### src/hdl/bec_consts.svh
`ifndef BEC_CONSTS_SVH
`define BEC_CONSTS_SVH

// Data widths
`define BEC_FIELD_W 163
`define BEC_WORD_W 32
`define BEC_CHUNK_W 26

// Run counter width in cycles
`define BEC_CNT_W 18

// Six coordinates of eight word slots each
`define BEC_LOAD_SLOTS 48

// wout then zout, six words each
`define BEC_COLLECT_SLOTS 12

// Host command codes
`define BEC_CMD_ENTER 16'hAB30
`define BEC_CMD_START 16'hEF41
`define BEC_CMD_FINISH 32'hAB500000

// Host status words
`define BEC_BUSY_WORD 32'hBC000000
`define BEC_STATUS_BASE 32'hC8000000

`endif

### src/hdl/bec_field_pkg.sv
`include "bec_consts.svh"

package bec_field_pkg;

	// One GF(2^163) element, operand or result
	typedef logic [`BEC_FIELD_W-1:0] field_t;

	typedef logic [`BEC_WORD_W-1:0] word_t;

	// Operand index as carried in bits 31:29 of a load word
	typedef enum logic [2:0] {
		op_w1 = 3'd0,
		op_z1 = 3'd1,
		op_w2 = 3'd2,
		op_z2 = 3'd3,
		op_inv_w0 = 3'd4,
		op_d = 3'd5,
		op_key = 3'd6
	} operand_e;

	typedef logic [5:0] slot_t;

	typedef logic [`BEC_CNT_W-1:0] run_count_t;

endpackage

### src/hdl/bec_ctrl_pkg.sv
`include "bec_consts.svh"

package bec_ctrl_pkg;

	typedef enum logic [2:0] {
		IDLE,
		WRITE,
		LOAD,
		EXEC,
		COLLECT,
		READ
	} seq_state_e;

	// Host word after decode, not yet qualified by state
	typedef struct packed {
		logic enter;
		logic start;
		logic finish;
		logic load_chunk;
		logic read_sel;
		bec_field_pkg::operand_e operand;
		logic [2:0] chunk;
		logic [`BEC_CHUNK_W-1:0] payload;
		logic [3:0] read_index;
	} cmd_t;

	// Sequencer view shared by the bank and the result store
	typedef struct packed {
		seq_state_e state;
		logic load_we;
		logic commit;
		bec_field_pkg::slot_t slot;
		logic collecting;
		logic exec;
	} seq_ctrl_t;

endpackage

### src/hdl/bec_cmd_decode.sv
`timescale 1ns/10ps
`include "bec_consts.svh"

module bec_cmd_decode (
	input bec_field_pkg::word_t la_data_in,
	output bec_ctrl_pkg::cmd_t cmd
);
	import bec_field_pkg::*;

	logic [2:0] op_bits;
	logic [2:0] chunk_bits;
	logic is_enter;
	logic is_start;
	logic addr_shape;

	assign op_bits = la_data_in[31:29];
	assign chunk_bits = la_data_in[28:26];

	assign is_enter = (la_data_in[31:16] == `BEC_CMD_ENTER);
	assign is_start = (la_data_in[31:16] == `BEC_CMD_START);

	// Read address is 0x000N0000
	assign addr_shape = (la_data_in[31:20] == 12'h000) && (la_data_in[15:0] == 16'h0000);

	always_comb begin
		cmd.enter = is_enter;
		cmd.start = is_start;
		cmd.finish = (la_data_in == `BEC_CMD_FINISH);

		// Operand 7 and chunk 7 are unused codes
		cmd.load_chunk = (op_bits != 3'd7) && (chunk_bits != 3'd7) && !is_enter && !is_start;
		cmd.operand = operand_e'(op_bits);
		cmd.chunk = chunk_bits;
		cmd.payload = la_data_in[`BEC_CHUNK_W-1:0];

		cmd.read_index = la_data_in[19:16];
		cmd.read_sel = addr_shape &&
			(la_data_in[19:16] < 4'(`BEC_COLLECT_SLOTS));
	end

endmodule

### src/hdl/bec_ctrl_top.sv
`timescale 1ns/10ps

module bec_ctrl_top (
	input logic clk,
	input logic rst,
	input bec_field_pkg::word_t la_data_in,
	input logic next_key,
	input logic slv_done,
	input bec_field_pkg::word_t data_in,
	output bec_field_pkg::word_t la_data_out,
	output logic slv_enable,
	output logic load_data,
	output bec_field_pkg::slot_t load_status,
	output bec_field_pkg::word_t data_out,
	output logic ki
);
	import bec_ctrl_pkg::*;

	cmd_t cmd;
	seq_ctrl_t ctrl;

	bec_cmd_decode u_decode (
		.la_data_in(la_data_in),
		.cmd(cmd)
	);

	bec_sequencer u_seq (
		.clk(clk),
		.rst(rst),
		.cmd(cmd),
		.slv_done(slv_done),
		.ctrl(ctrl),
		.slv_enable(slv_enable),
		.load_data(load_data),
		.load_status(load_status)
	);

	// Operand staging and coordinate streaming
	bec_operand_bank u_bank (
		.clk(clk),
		.rst(rst),
		.cmd(cmd),
		.ctrl(ctrl),
		.next_key(next_key),
		.data_out(data_out),
		.ki(ki)
	);

	bec_result_store u_result (
		.clk(clk),
		.rst(rst),
		.cmd(cmd),
		.ctrl(ctrl),
		.slv_done(slv_done),
		.data_in(data_in),
		.la_data_out(la_data_out)
	);

endmodule

### src/hdl/bec_operand_bank.sv
`timescale 1ns/10ps
`include "bec_consts.svh"

module bec_operand_bank (
	input logic clk,
	input logic rst,
	input bec_ctrl_pkg::cmd_t cmd,
	input bec_ctrl_pkg::seq_ctrl_t ctrl,
	input logic next_key,
	output bec_field_pkg::word_t data_out,
	output logic ki
);
	import bec_field_pkg::*;
	import bec_ctrl_pkg::*;

	// Coordinates are sent as six 32-bit words
	localparam int ext_w = 6 * `BEC_WORD_W;

	field_t stage_q [7];
	field_t coord_q [6];
	field_t key_q;
	logic [7:0] chunk_hi;
	logic [ext_w-1:0] coord_ext;

	// Top bit of the piece addressed by a load chunk
	assign chunk_hi = 8'(`BEC_FIELD_W - 1 - `BEC_CHUNK_W * int'(cmd.chunk));

	always_ff @(posedge clk) begin
		if (rst) begin
			for (int i = 0; i < 7; i++) begin
				stage_q[i] <= '0;
			end
		end else if (ctrl.load_we) begin
			if (cmd.chunk == 3'd6) begin
				stage_q[cmd.operand][6:0] <= cmd.payload[6:0];
			end else begin
				stage_q[cmd.operand][chunk_hi -: `BEC_CHUNK_W] <= cmd.payload;
			end
		end
	end

	always_ff @(posedge clk) begin
		if (rst) begin
			for (int i = 0; i < 6; i++) begin
				coord_q[i] <= '0;
			end
			key_q <= '0;
		end else if (ctrl.commit) begin
			for (int i = 0; i < 6; i++) begin
				coord_q[i] <= stage_q[i];
			end
			key_q <= stage_q[op_key];
		end else if (ctrl.exec && next_key) begin
			// Rotate right so the next scalar bit lands in bit 0
			key_q <= {key_q[0], key_q[`BEC_FIELD_W-1:1]};
		end
	end

	assign ki = ctrl.exec ? key_q[0] : 1'b0;

	// Slot picks operand in bits 5:3 and word in bits 2:0
	always_comb begin
		coord_ext = '0;
		data_out = '0;
		if ((ctrl.state == LOAD) && (ctrl.slot[2:0] < 3'd6)) begin
			coord_ext = ext_w'(coord_q[ctrl.slot[5:3]]);
			data_out = coord_ext[`BEC_WORD_W * ctrl.slot[2:0] +: `BEC_WORD_W];
		end
	end

endmodule

### src/hdl/bec_result_store.sv
`timescale 1ns/10ps
`include "bec_consts.svh"

module bec_result_store (
	input logic clk,
	input logic rst,
	input bec_ctrl_pkg::cmd_t cmd,
	input bec_ctrl_pkg::seq_ctrl_t ctrl,
	input logic slv_done,
	input bec_field_pkg::word_t data_in,
	output bec_field_pkg::word_t la_data_out
);
	import bec_field_pkg::*;
	import bec_ctrl_pkg::*;

	localparam int rd_chunk_w = 28;
	localparam int top_lsb = 5 * `BEC_WORD_W;

	field_t wout_q;
	field_t zout_q;
	run_count_t run_cnt;
	logic [2:0] cap_word;
	logic [2:0] rd_word;
	field_t rd_field;
	logic [rd_chunk_w-1:0] rd_chunk;

	// Slots 0 to 5 carry wout, slots 6 to 11 carry zout
	assign cap_word = (ctrl.slot < 6'd6) ? ctrl.slot[2:0] : 3'(ctrl.slot - 6'd6);

	always_ff @(posedge clk) begin
		if (rst) begin
			wout_q <= '0;
			zout_q <= '0;
		end else if (ctrl.collecting) begin
			if (ctrl.slot < 6'd6) begin
				if (cap_word == 3'd5) begin
					wout_q[`BEC_FIELD_W-1:top_lsb] <= data_in[`BEC_FIELD_W-top_lsb-1:0];
				end else begin
					wout_q[`BEC_WORD_W * cap_word +: `BEC_WORD_W] <= data_in;
				end
			end else if (cap_word == 3'd5) begin
				zout_q[`BEC_FIELD_W-1:top_lsb] <= data_in[`BEC_FIELD_W-top_lsb-1:0];
			end else begin
				zout_q[`BEC_WORD_W * cap_word +: `BEC_WORD_W] <= data_in;
			end
		end
	end

	// Busy cycles of the coprocessor in the current run
	always_ff @(posedge clk) begin
		if (rst || ctrl.commit) begin
			run_cnt <= '0;
		end else if (ctrl.exec && !slv_done) begin
			run_cnt <= run_cnt + 1'b1;
		end
	end

	// 28-bit readback chunks from the top, the last one zero padded
	always_comb begin
		rd_word = (cmd.read_index < 4'd6) ? cmd.read_index[2:0] : 3'(cmd.read_index - 4'd6);
		rd_field = (cmd.read_index < 4'd6) ? wout_q : zout_q;
		if (rd_word == 3'd5) begin
			rd_chunk = {5'b0, rd_field[22:0]};
		end else begin
			rd_chunk = rd_field[`BEC_FIELD_W - 1 - rd_chunk_w * rd_word -: rd_chunk_w];
		end
	end

	always_ff @(posedge clk) begin
		if (rst) begin
			la_data_out <= '0;
		end else begin
			case (ctrl.state)
				IDLE: la_data_out <= '0;
				// Busy shows up together with load_data
				WRITE: la_data_out <= ctrl.commit ? `BEC_BUSY_WORD : '0;
				READ: begin
					if (cmd.read_sel) begin
						la_data_out <= {cmd.read_index + 4'd1, rd_chunk};
					end else if (cmd.finish) begin
						la_data_out <= `BEC_STATUS_BASE ^ word_t'(run_cnt);
					end
				end
				default: la_data_out <= `BEC_BUSY_WORD;
			endcase
		end
	end

endmodule

### src/hdl/bec_sequencer.sv
`timescale 1ns/10ps
`include "bec_consts.svh"

module bec_sequencer (
	input logic clk,
	input logic rst,
	input bec_ctrl_pkg::cmd_t cmd,
	input logic slv_done,
	output bec_ctrl_pkg::seq_ctrl_t ctrl,
	output logic slv_enable,
	output logic load_data,
	output bec_field_pkg::slot_t load_status
);
	import bec_field_pkg::*;
	import bec_ctrl_pkg::*;

	localparam slot_t last_load_slot = slot_t'(`BEC_LOAD_SLOTS - 1);
	localparam slot_t last_collect_slot = slot_t'(`BEC_COLLECT_SLOTS - 1);

	seq_state_e state;
	seq_state_e state_nxt;
	slot_t slot;

	always_comb begin
		state_nxt = state;
		case (state)
			IDLE: begin
				if (cmd.enter) begin
					state_nxt = WRITE;
				end
			end
			WRITE: begin
				if (cmd.start) begin
					state_nxt = LOAD;
				end
			end
			LOAD: begin
				if (slot == last_load_slot) begin
					state_nxt = EXEC;
				end
			end
			EXEC: begin
				// Run length is set by the coprocessor
				if (slv_done) begin
					state_nxt = COLLECT;
				end
			end
			COLLECT: begin
				if (slot == last_collect_slot) begin
					state_nxt = READ;
				end
			end
			READ: begin
				if (cmd.finish) begin
					state_nxt = IDLE;
				end
			end
			default: begin
				state_nxt = IDLE;
			end
		endcase
	end

	always_ff @(posedge clk) begin
		if (rst) begin
			state <= IDLE;
			slot <= '0;
		end else begin
			state <= state_nxt;
			// Each phase starts counting from slot 0
			if (state_nxt != state) begin
				slot <= '0;
			end else if ((state == LOAD) || (state == COLLECT)) begin
				slot <= slot + 1'b1;
			end
		end
	end

	always_comb begin
		ctrl.state = state;
		ctrl.load_we = cmd.load_chunk && (state == WRITE);
		ctrl.commit = cmd.start && (state == WRITE);
		ctrl.slot = slot;
		ctrl.collecting = (state == COLLECT);
		ctrl.exec = (state == EXEC);
	end

	assign load_data = (state == LOAD);
	assign slv_enable = (state == EXEC);
	assign load_status = slot;

endmodule

### config.mk
export PLATFORM = sky130hd
export DESIGN_NAME = bec_ctrl_top
export DESIGN_NICKNAME = d
export VERILOG_FILES = /design/src/hdl/bec_field_pkg.sv /design/src/hdl/bec_ctrl_pkg.sv /design/src/hdl/bec_cmd_decode.sv /design/src/hdl/bec_ctrl_top.sv /design/src/hdl/bec_operand_bank.sv /design/src/hdl/bec_result_store.sv /design/src/hdl/bec_sequencer.sv
export VERILOG_INCLUDE_DIRS = /design/src /design/src/hdl
export SDC_FILE = /design/constraint.sdc
export NUM_CORES = 2
export LEC_CHECK = 0
export ABC_AREA = 0
export BUFFER_PORTS_ARGS = -buffer_cell sky130_fd_sc_hd__buf_2
export CAP_MARGIN = 20
export CORE_ASPECT_RATIO = 1.25
export CORE_MARGIN = 2
export CORE_UTILIZATION = 45
export DETAILED_ROUTE_END_ITERATION = 10
export PLACE_DENSITY = 0.64
export SLEW_MARGIN = 20
export SYNTH_ARGS = -nofsm -noshare
export SYNTH_HDL_FRONTEND = slang
export SYNTH_SLANG_ARGS = --single-unit
export TNS_END_PERCENT = 1
### constraint.sdc
create_clock -name clk -period 56.1 [get_ports clk]
set_input_delay 11.22 -clock clk [delete_from_list [all_inputs] [get_ports clk]]
set_output_delay 11.22 -clock clk [all_outputs]
set_load 0.005 [all_outputs]
# ---- Yosys cells after proc, flatten, opt, wreduce, memory -nomap -nowiden
# Memory sizes are Yosys's and may differ from the RTL's. A register that Yosys moved wholly into a read port is not among the register bits.
# Index checks and enable logic that the tools add are counted.
# W data, S select, Z words.
dict set report word_totals {
  register_bits 548
  ram_bits 2119
  inputBits 68
  out_inout_bits 73
  elab_cells 143
  memories 2
}
dict set report op_classes {
  add_sub_neg 9
  mul 2
  n_lt_le_gt_ge 4
  eq_ne 17
  n_shift 6
  mux 54
  bitwise_logic 15
  n_reduce_logical 25
}
# memory depth width rd rd_clocked_by_memory_dff wr line_no
set mem_list {}
lappend mem_list {u_bank.stage_q 7 163 7 0 7 bec_operand_bank.sv:19} ;# field_t stage_q [7];
lappend mem_list {u_bank.coord_q 6 163 1 1 6 bec_operand_bank.sv:20} ;# field_t coord_q [6];
# cell count
set op_table {}
lappend op_table {{$mux W163} 12}
lappend op_table {{$bwmux W163} 2}
lappend op_table {{$shiftx A192 B9 Y32} 1}
lappend op_table {{$shiftx A190 B33 Y28} 1}
lappend op_table {{$shift A26 B10 Y188 const A} 1}
lappend op_table {{$shiftx A26 B10 Y188} 1}
lappend op_table {{$reduce_or A163 Y1} 1}
lappend op_table {{$shift A32 B34 Y163 const A} 1}
lappend op_table {{$shiftx A32 B34 Y163} 1}
lappend op_table {{$mux W32} 4}
lappend op_table {{$pmux W32 S3} 1}
lappend op_table {{$mux W3} 13}
lappend op_table {{$neg A8 Y34} 1}
lappend op_table {{$eq A16 B16 Y1 const B} 2}
lappend op_table {{$eq A32 B32 Y1 const B} 1}
lappend op_table {{$mux W28} 1}
lappend op_table {{$mux W1} 20}
lappend op_table {{$add A18 B1 Y18 const B} 1}
lappend op_table {{$pmux W3 S6} 1}
lappend op_table {{$logic_not A16 Y1} 1}
lappend op_table {{$eq A3 B3 Y1 const B} 5}
lappend op_table {{$or A1 B1 Y1} 13}
lappend op_table {{$logic_not A12 Y1} 1}
lappend op_table {{$logic_and A1 B1 Y1} 10}
lappend op_table {{other kinds (26)} 36}

# ---- Longest topological paths before layout
dict set report depth {
  depth_word 11
  depth_mapped 21
  mapped_depth_nobuf 14
}

# ---- Modules after synthesis
# From an unflattened synthesis, not the netlist that was laid out.
dict set report hier_totals {
  cells_unflattened 11186
  hier_area_um2 126556.4
}
# mod instances cells_each area_each_um2 seq_area_each_um2
set by_module_without_submodules {}
lappend by_module_without_submodules {bec_operand_bank 1 8217 101273.4 65262.6}
lappend by_module_without_submodules {bec_result_store 1 2830 24183.2 7527.2}
lappend by_module_without_submodules {bec_sequencer 1 72 640.6 180.2}
lappend by_module_without_submodules {bec_cmd_decode 1 67 459.2 0.0}

# ---- Worst setup path after synthesis
# OpenSTA, ideal clock, no wires.
dict set report synth_path {
  kind {input to register}
  startpoint {input port la_data_in[24]}
  endpoint {memory u_bank.coord_q[0][0] (netlist bit), enable pin}
  setup_time_ps 1725
  arrival_ps 39211
  t_required_ps 54375
  slack_ps 15164
  stages 8
  n_path_buf 3
  path_cell_list {clkbuf_1 > and4_1 > nand3_1 > nor4_1 > nand2_1 > o21ai_0 > clkbuf_1 > clkbuf_1}
}
# element line_no
set synth_lines {}
lappend synth_lines {{start, declared} bec_ctrl_top.sv:6} ;# input bec_field_pkg::word_t la_data_in,
lappend synth_lines {{end, declared} bec_operand_bank.sv:20}

==> results.ini <==
[run_status]
outcome = finished clean

[finish]
final_nets = 11090
n_fill_cell = 24110
mostFrequentLayoutCells = 1956 x edfxtp_1, 1455 x nor2_1, 1258 x nand2_1
layout_commonest_cell = edfxtp_1
stdcell_count = 14810
area_growth_pct = 10.11
drive_gt1_frac = 0.1121
stdcell_area_um2 = 136200

[sta]
fin_crit_sh = 0.3488
slew_viol_final = 0
slew_headroom = 0.1280
setup_viol = 0
tightest_slew_ns = 1.308
period_needed_ns = 19.56
fin_skew_ns = 0.05534
tns_ns = 0
grt_setup_unrepaired = false
hold_viol = 0
timing.fmax_mhz = 51.11

[power]
ir_drop_v = 0.00002455
power_density_nw_per_um2 = 33.54
power.switching_mw = 1.247
intPower_mw = 3.323
clkPwrFrac = 0.395
p_comb_frac = 0.130
p_leak_nw = 45.82
p_seq_frac = 0.475
p_sw_frac = 0.2729

[yosys]
synthMuxAreaShare = 0.08703
synthesis.nets = 11400
synth_warnings = 0
synth_area_leader_cell = edfxtp_1
synth_top_area_share = 0.4747
ys_ff_latch = 2670
netlist_area_um2 = 123700
async_reset_ff_frac = 0
syn_area_per_cell_um2 = 10.95
synth_compound_area_frac = 0.1122
synth_xor_xnor_area_share = 0.003660
synth-simple-area-share = 0.1696
synth_edf_count = 1956
synth.area.top_cells = edfxtp_1 47%, dfxtp_1 12%, and2_1 5.2%
yosysSeqAreaShare = 0.5902
yosys_most_used_dff = edfxtp_1
synth.distinct_cells = 110
synthCells = 11300
synth_top_family_by_area = simple AND/OR/NAND/NOR gates
synthAdderAreaFrac = 0.003478

[drt]
avgRoutedWirePerCell_um = 28.95
via_per_inst = 6.116
antenna_left = 0
drt_pass1_iterations = 6
wirelength_mm = 428.6
drtIter0Drc = 9920
drc = 0
vias = 90540

[placed_design]
dp_cells = 14290
dp_hpwl_mm = 287.9
placed_area_um2 = 127500
port_buffers = 140
globalplace.congestion = 1.020

[global_routing]
grt_pass1_vias = 89200
grt_max_degree = 164
antenna_found_initial = 41
grt_pass1_wl_mm = 610.0
grt.total_usage = 0.3001
gr-total-overflow = 0

[clocking]
post_cts_buffers = 0
clock-sinks = 2670
holdBufCountCts = 0
cts_resized = 0
cts_made_buffers = 276
clk_latency_ns = 0.89
clock_path_buffers = 4
clockRootBuffer = clkbuf_16
h-tree-depth = 5
clk_pin_slew_worst_paths_ns = 0.06
cts_tree = done

[setup_path]
rr_worst_depth = 16
slowest_stage = fa_1
cp-start-kind = primary input
cp-end-kind = flip-flop
reg2reg_slack_ns = 49.38
crit_fanout = 54
crit_cells = 22
crit_arrival_ns = 20.06
slowest_delay_ns = 0.88
path_class = primary input to flip-flop
required_ns = 56.60
startpoint = la_data_in[26]
path_buf_inv = 10
cp_top_family = buffers and inverters
crit_chain = buf_2 > buf_4 > inv_1 > ha_2 > ha_1 > inv_1 > fa_1 > o31a_1 > nor2_4 > xnor2_4 > buf_4 > a221o_1 > o211ai_1 > a32oi_1 > nand4_1 > buf_4 > buf_4 > nand2_4 > buf_4 > buf_4 > buf_4 > o21ai_0
crit_top_cell = buf_4
r2r_start = u_seq.state[1]

[worst_hold_path]
hp-start = u_result.wout_q[89]
hold_class = flip-flop to flip-flop
holdPathStages = 2

[floorplanning]
dieArea_um2 = 279200
rows = 215
coreArea_um2 = 273900
io_pins = 141
start_util = 0.4518
die_h_um = 590.3
die_w_um = 473.0

[run]
drv_cap = 0

power groups by stage:
stage                     sequential (mW)  clock [mW]  combinational, mW
after global placement               2.21           0              0.568
final                                2.17        1.81              0.594
after detailed placement             2.21           0              0.571
after global routing                 2.17        1.90              0.602
after floorplan                      2.25           0              0.302
after CTS                            2.17        1.83              0.573
Yosys cell counts (all sizes together), types with 24 or more instances:
| cell | number |
|---|---|
| and3 | 27 |
| mux4 | 271 |
| dfxtp | 714 |
| o21ai | 506 |
| nor3 | 176 |
| o31ai | 36 |
| nor2b | 24 |
| nand4 | 34 |
| nand2 | 1273 |
| a211oi | 126 |
| o211ai | 53 |
| a21o | 77 |
| nand3 | 240 |
| edfxtp | 1956 |
| inv | 28 |
| nor4 | 34 |
| xor2 | 24 |
| and2 | 1035 |
| a22oi | 183 |
| or2 | 37 |
| or3 | 53 |
| ha | 28 |
| mux2 | 38 |
| mux2i | 423 |
| buf | 330 |
| a31oi | 39 |
| nand2b | 57 |
| nor2 | 1476 |
| clkbuf | 647 |
| a21oi | 983 |
| o22ai | 63 |
worst paths after layout:
| check | endpoint |
|---|---|
| setup / recovery | u_bank.stage_q[2][70] |
| hold reg to reg | u_result.wout_q[89] |
| hold / removal | u_result.wout_q[89] |
| setup reg to reg | u_bank.stage_q[2][70] |
layout make-up:
class                           count  area [µm²]  share of cell area
Timing Repair Buffer              386        2723             0.01998
Multi-Input combinational cell   7622       47130              0.3459
Inverter                           30       122.6           0.0009000
Clock buffer                      366        7571             0.05557
Clock inverter                    120        1092            0.008017
Sequential cell                  2670       73050              0.5362
Tap cell                         3580        4479             0.03288
Antenna cell                       31       77.57           0.0005694
worst reg2reg max path: stages, from the launching register on:
cell and delay, ns:
dfxtp_1 0.66, nor2b_1 0.17, nand4_1 0.17, nor2_1 0.06
buf_4 0.18, nand2_1 0.61, nor2_1 0.12, buf_4 0.25
a32oi_1 0.56, nand4_1 0.18, buf_4 0.32, buf_4 0.36
nand2_4 0.47, buf_4 0.59, buf_4 0.67, buf_4 0.69
o21ai_0 0.33
cells by family (layout without fill, tap and decap cells):
group	after synthesis	in the layout
buffers and inverters	1007	902
adders and majority gates	32	32
muxes	732	732
other	0	31
and+or+nand+nor	4510	4510
AOI/OAI and AO/OA	2301	2301
DFF	2670	2670
xor gates and xnor gates	47	47
routing by layer:
layer | wire length, µm | vias up | global-route usage
li1 | - | 39970 | -
met1 | 149900 | 44870 | 0.3418
met2 | 205300 | 4381 | 0.4998
met3 | 35020 | 1304 | 0.05749
met4 | 38290 | 18 | 0.2282
met5 | 130 | - | 0.0005147
per-stage QoR:
step | hold WS (ns) | worst slack [ns] | utilization | total power, mW
final | 0.4520 | 36.54 | 0.4975 | 4.570
after CTS | 0.4535 | 36.72 | 0.4971 | 4.569
after global placement | 0.4341 | 36.05 | 0.4653 | 2.778
after detailed placement | 0.4460 | 35.86 | 0.4655 | 2.783
after floorplan | 0.4255 | 15.16 | - | 2.548
after global routing | 0.4635 | 36.28 | 0.4973 | 4.673
flip-flops by register name, summed over array words and instances (netlist names), named ones only:
register,count
u_bank.coord_q,978
u_bank.key_q,163
u_bank.stage_q,1141
u_result.la_data_out,32
u_result.run_cnt,18
u_result.wout_q,163
u_result.zout_q,163
u_seq.load_status,6
u_seq.state,3
No activity file was read; power rests on OpenSTA's default activity.
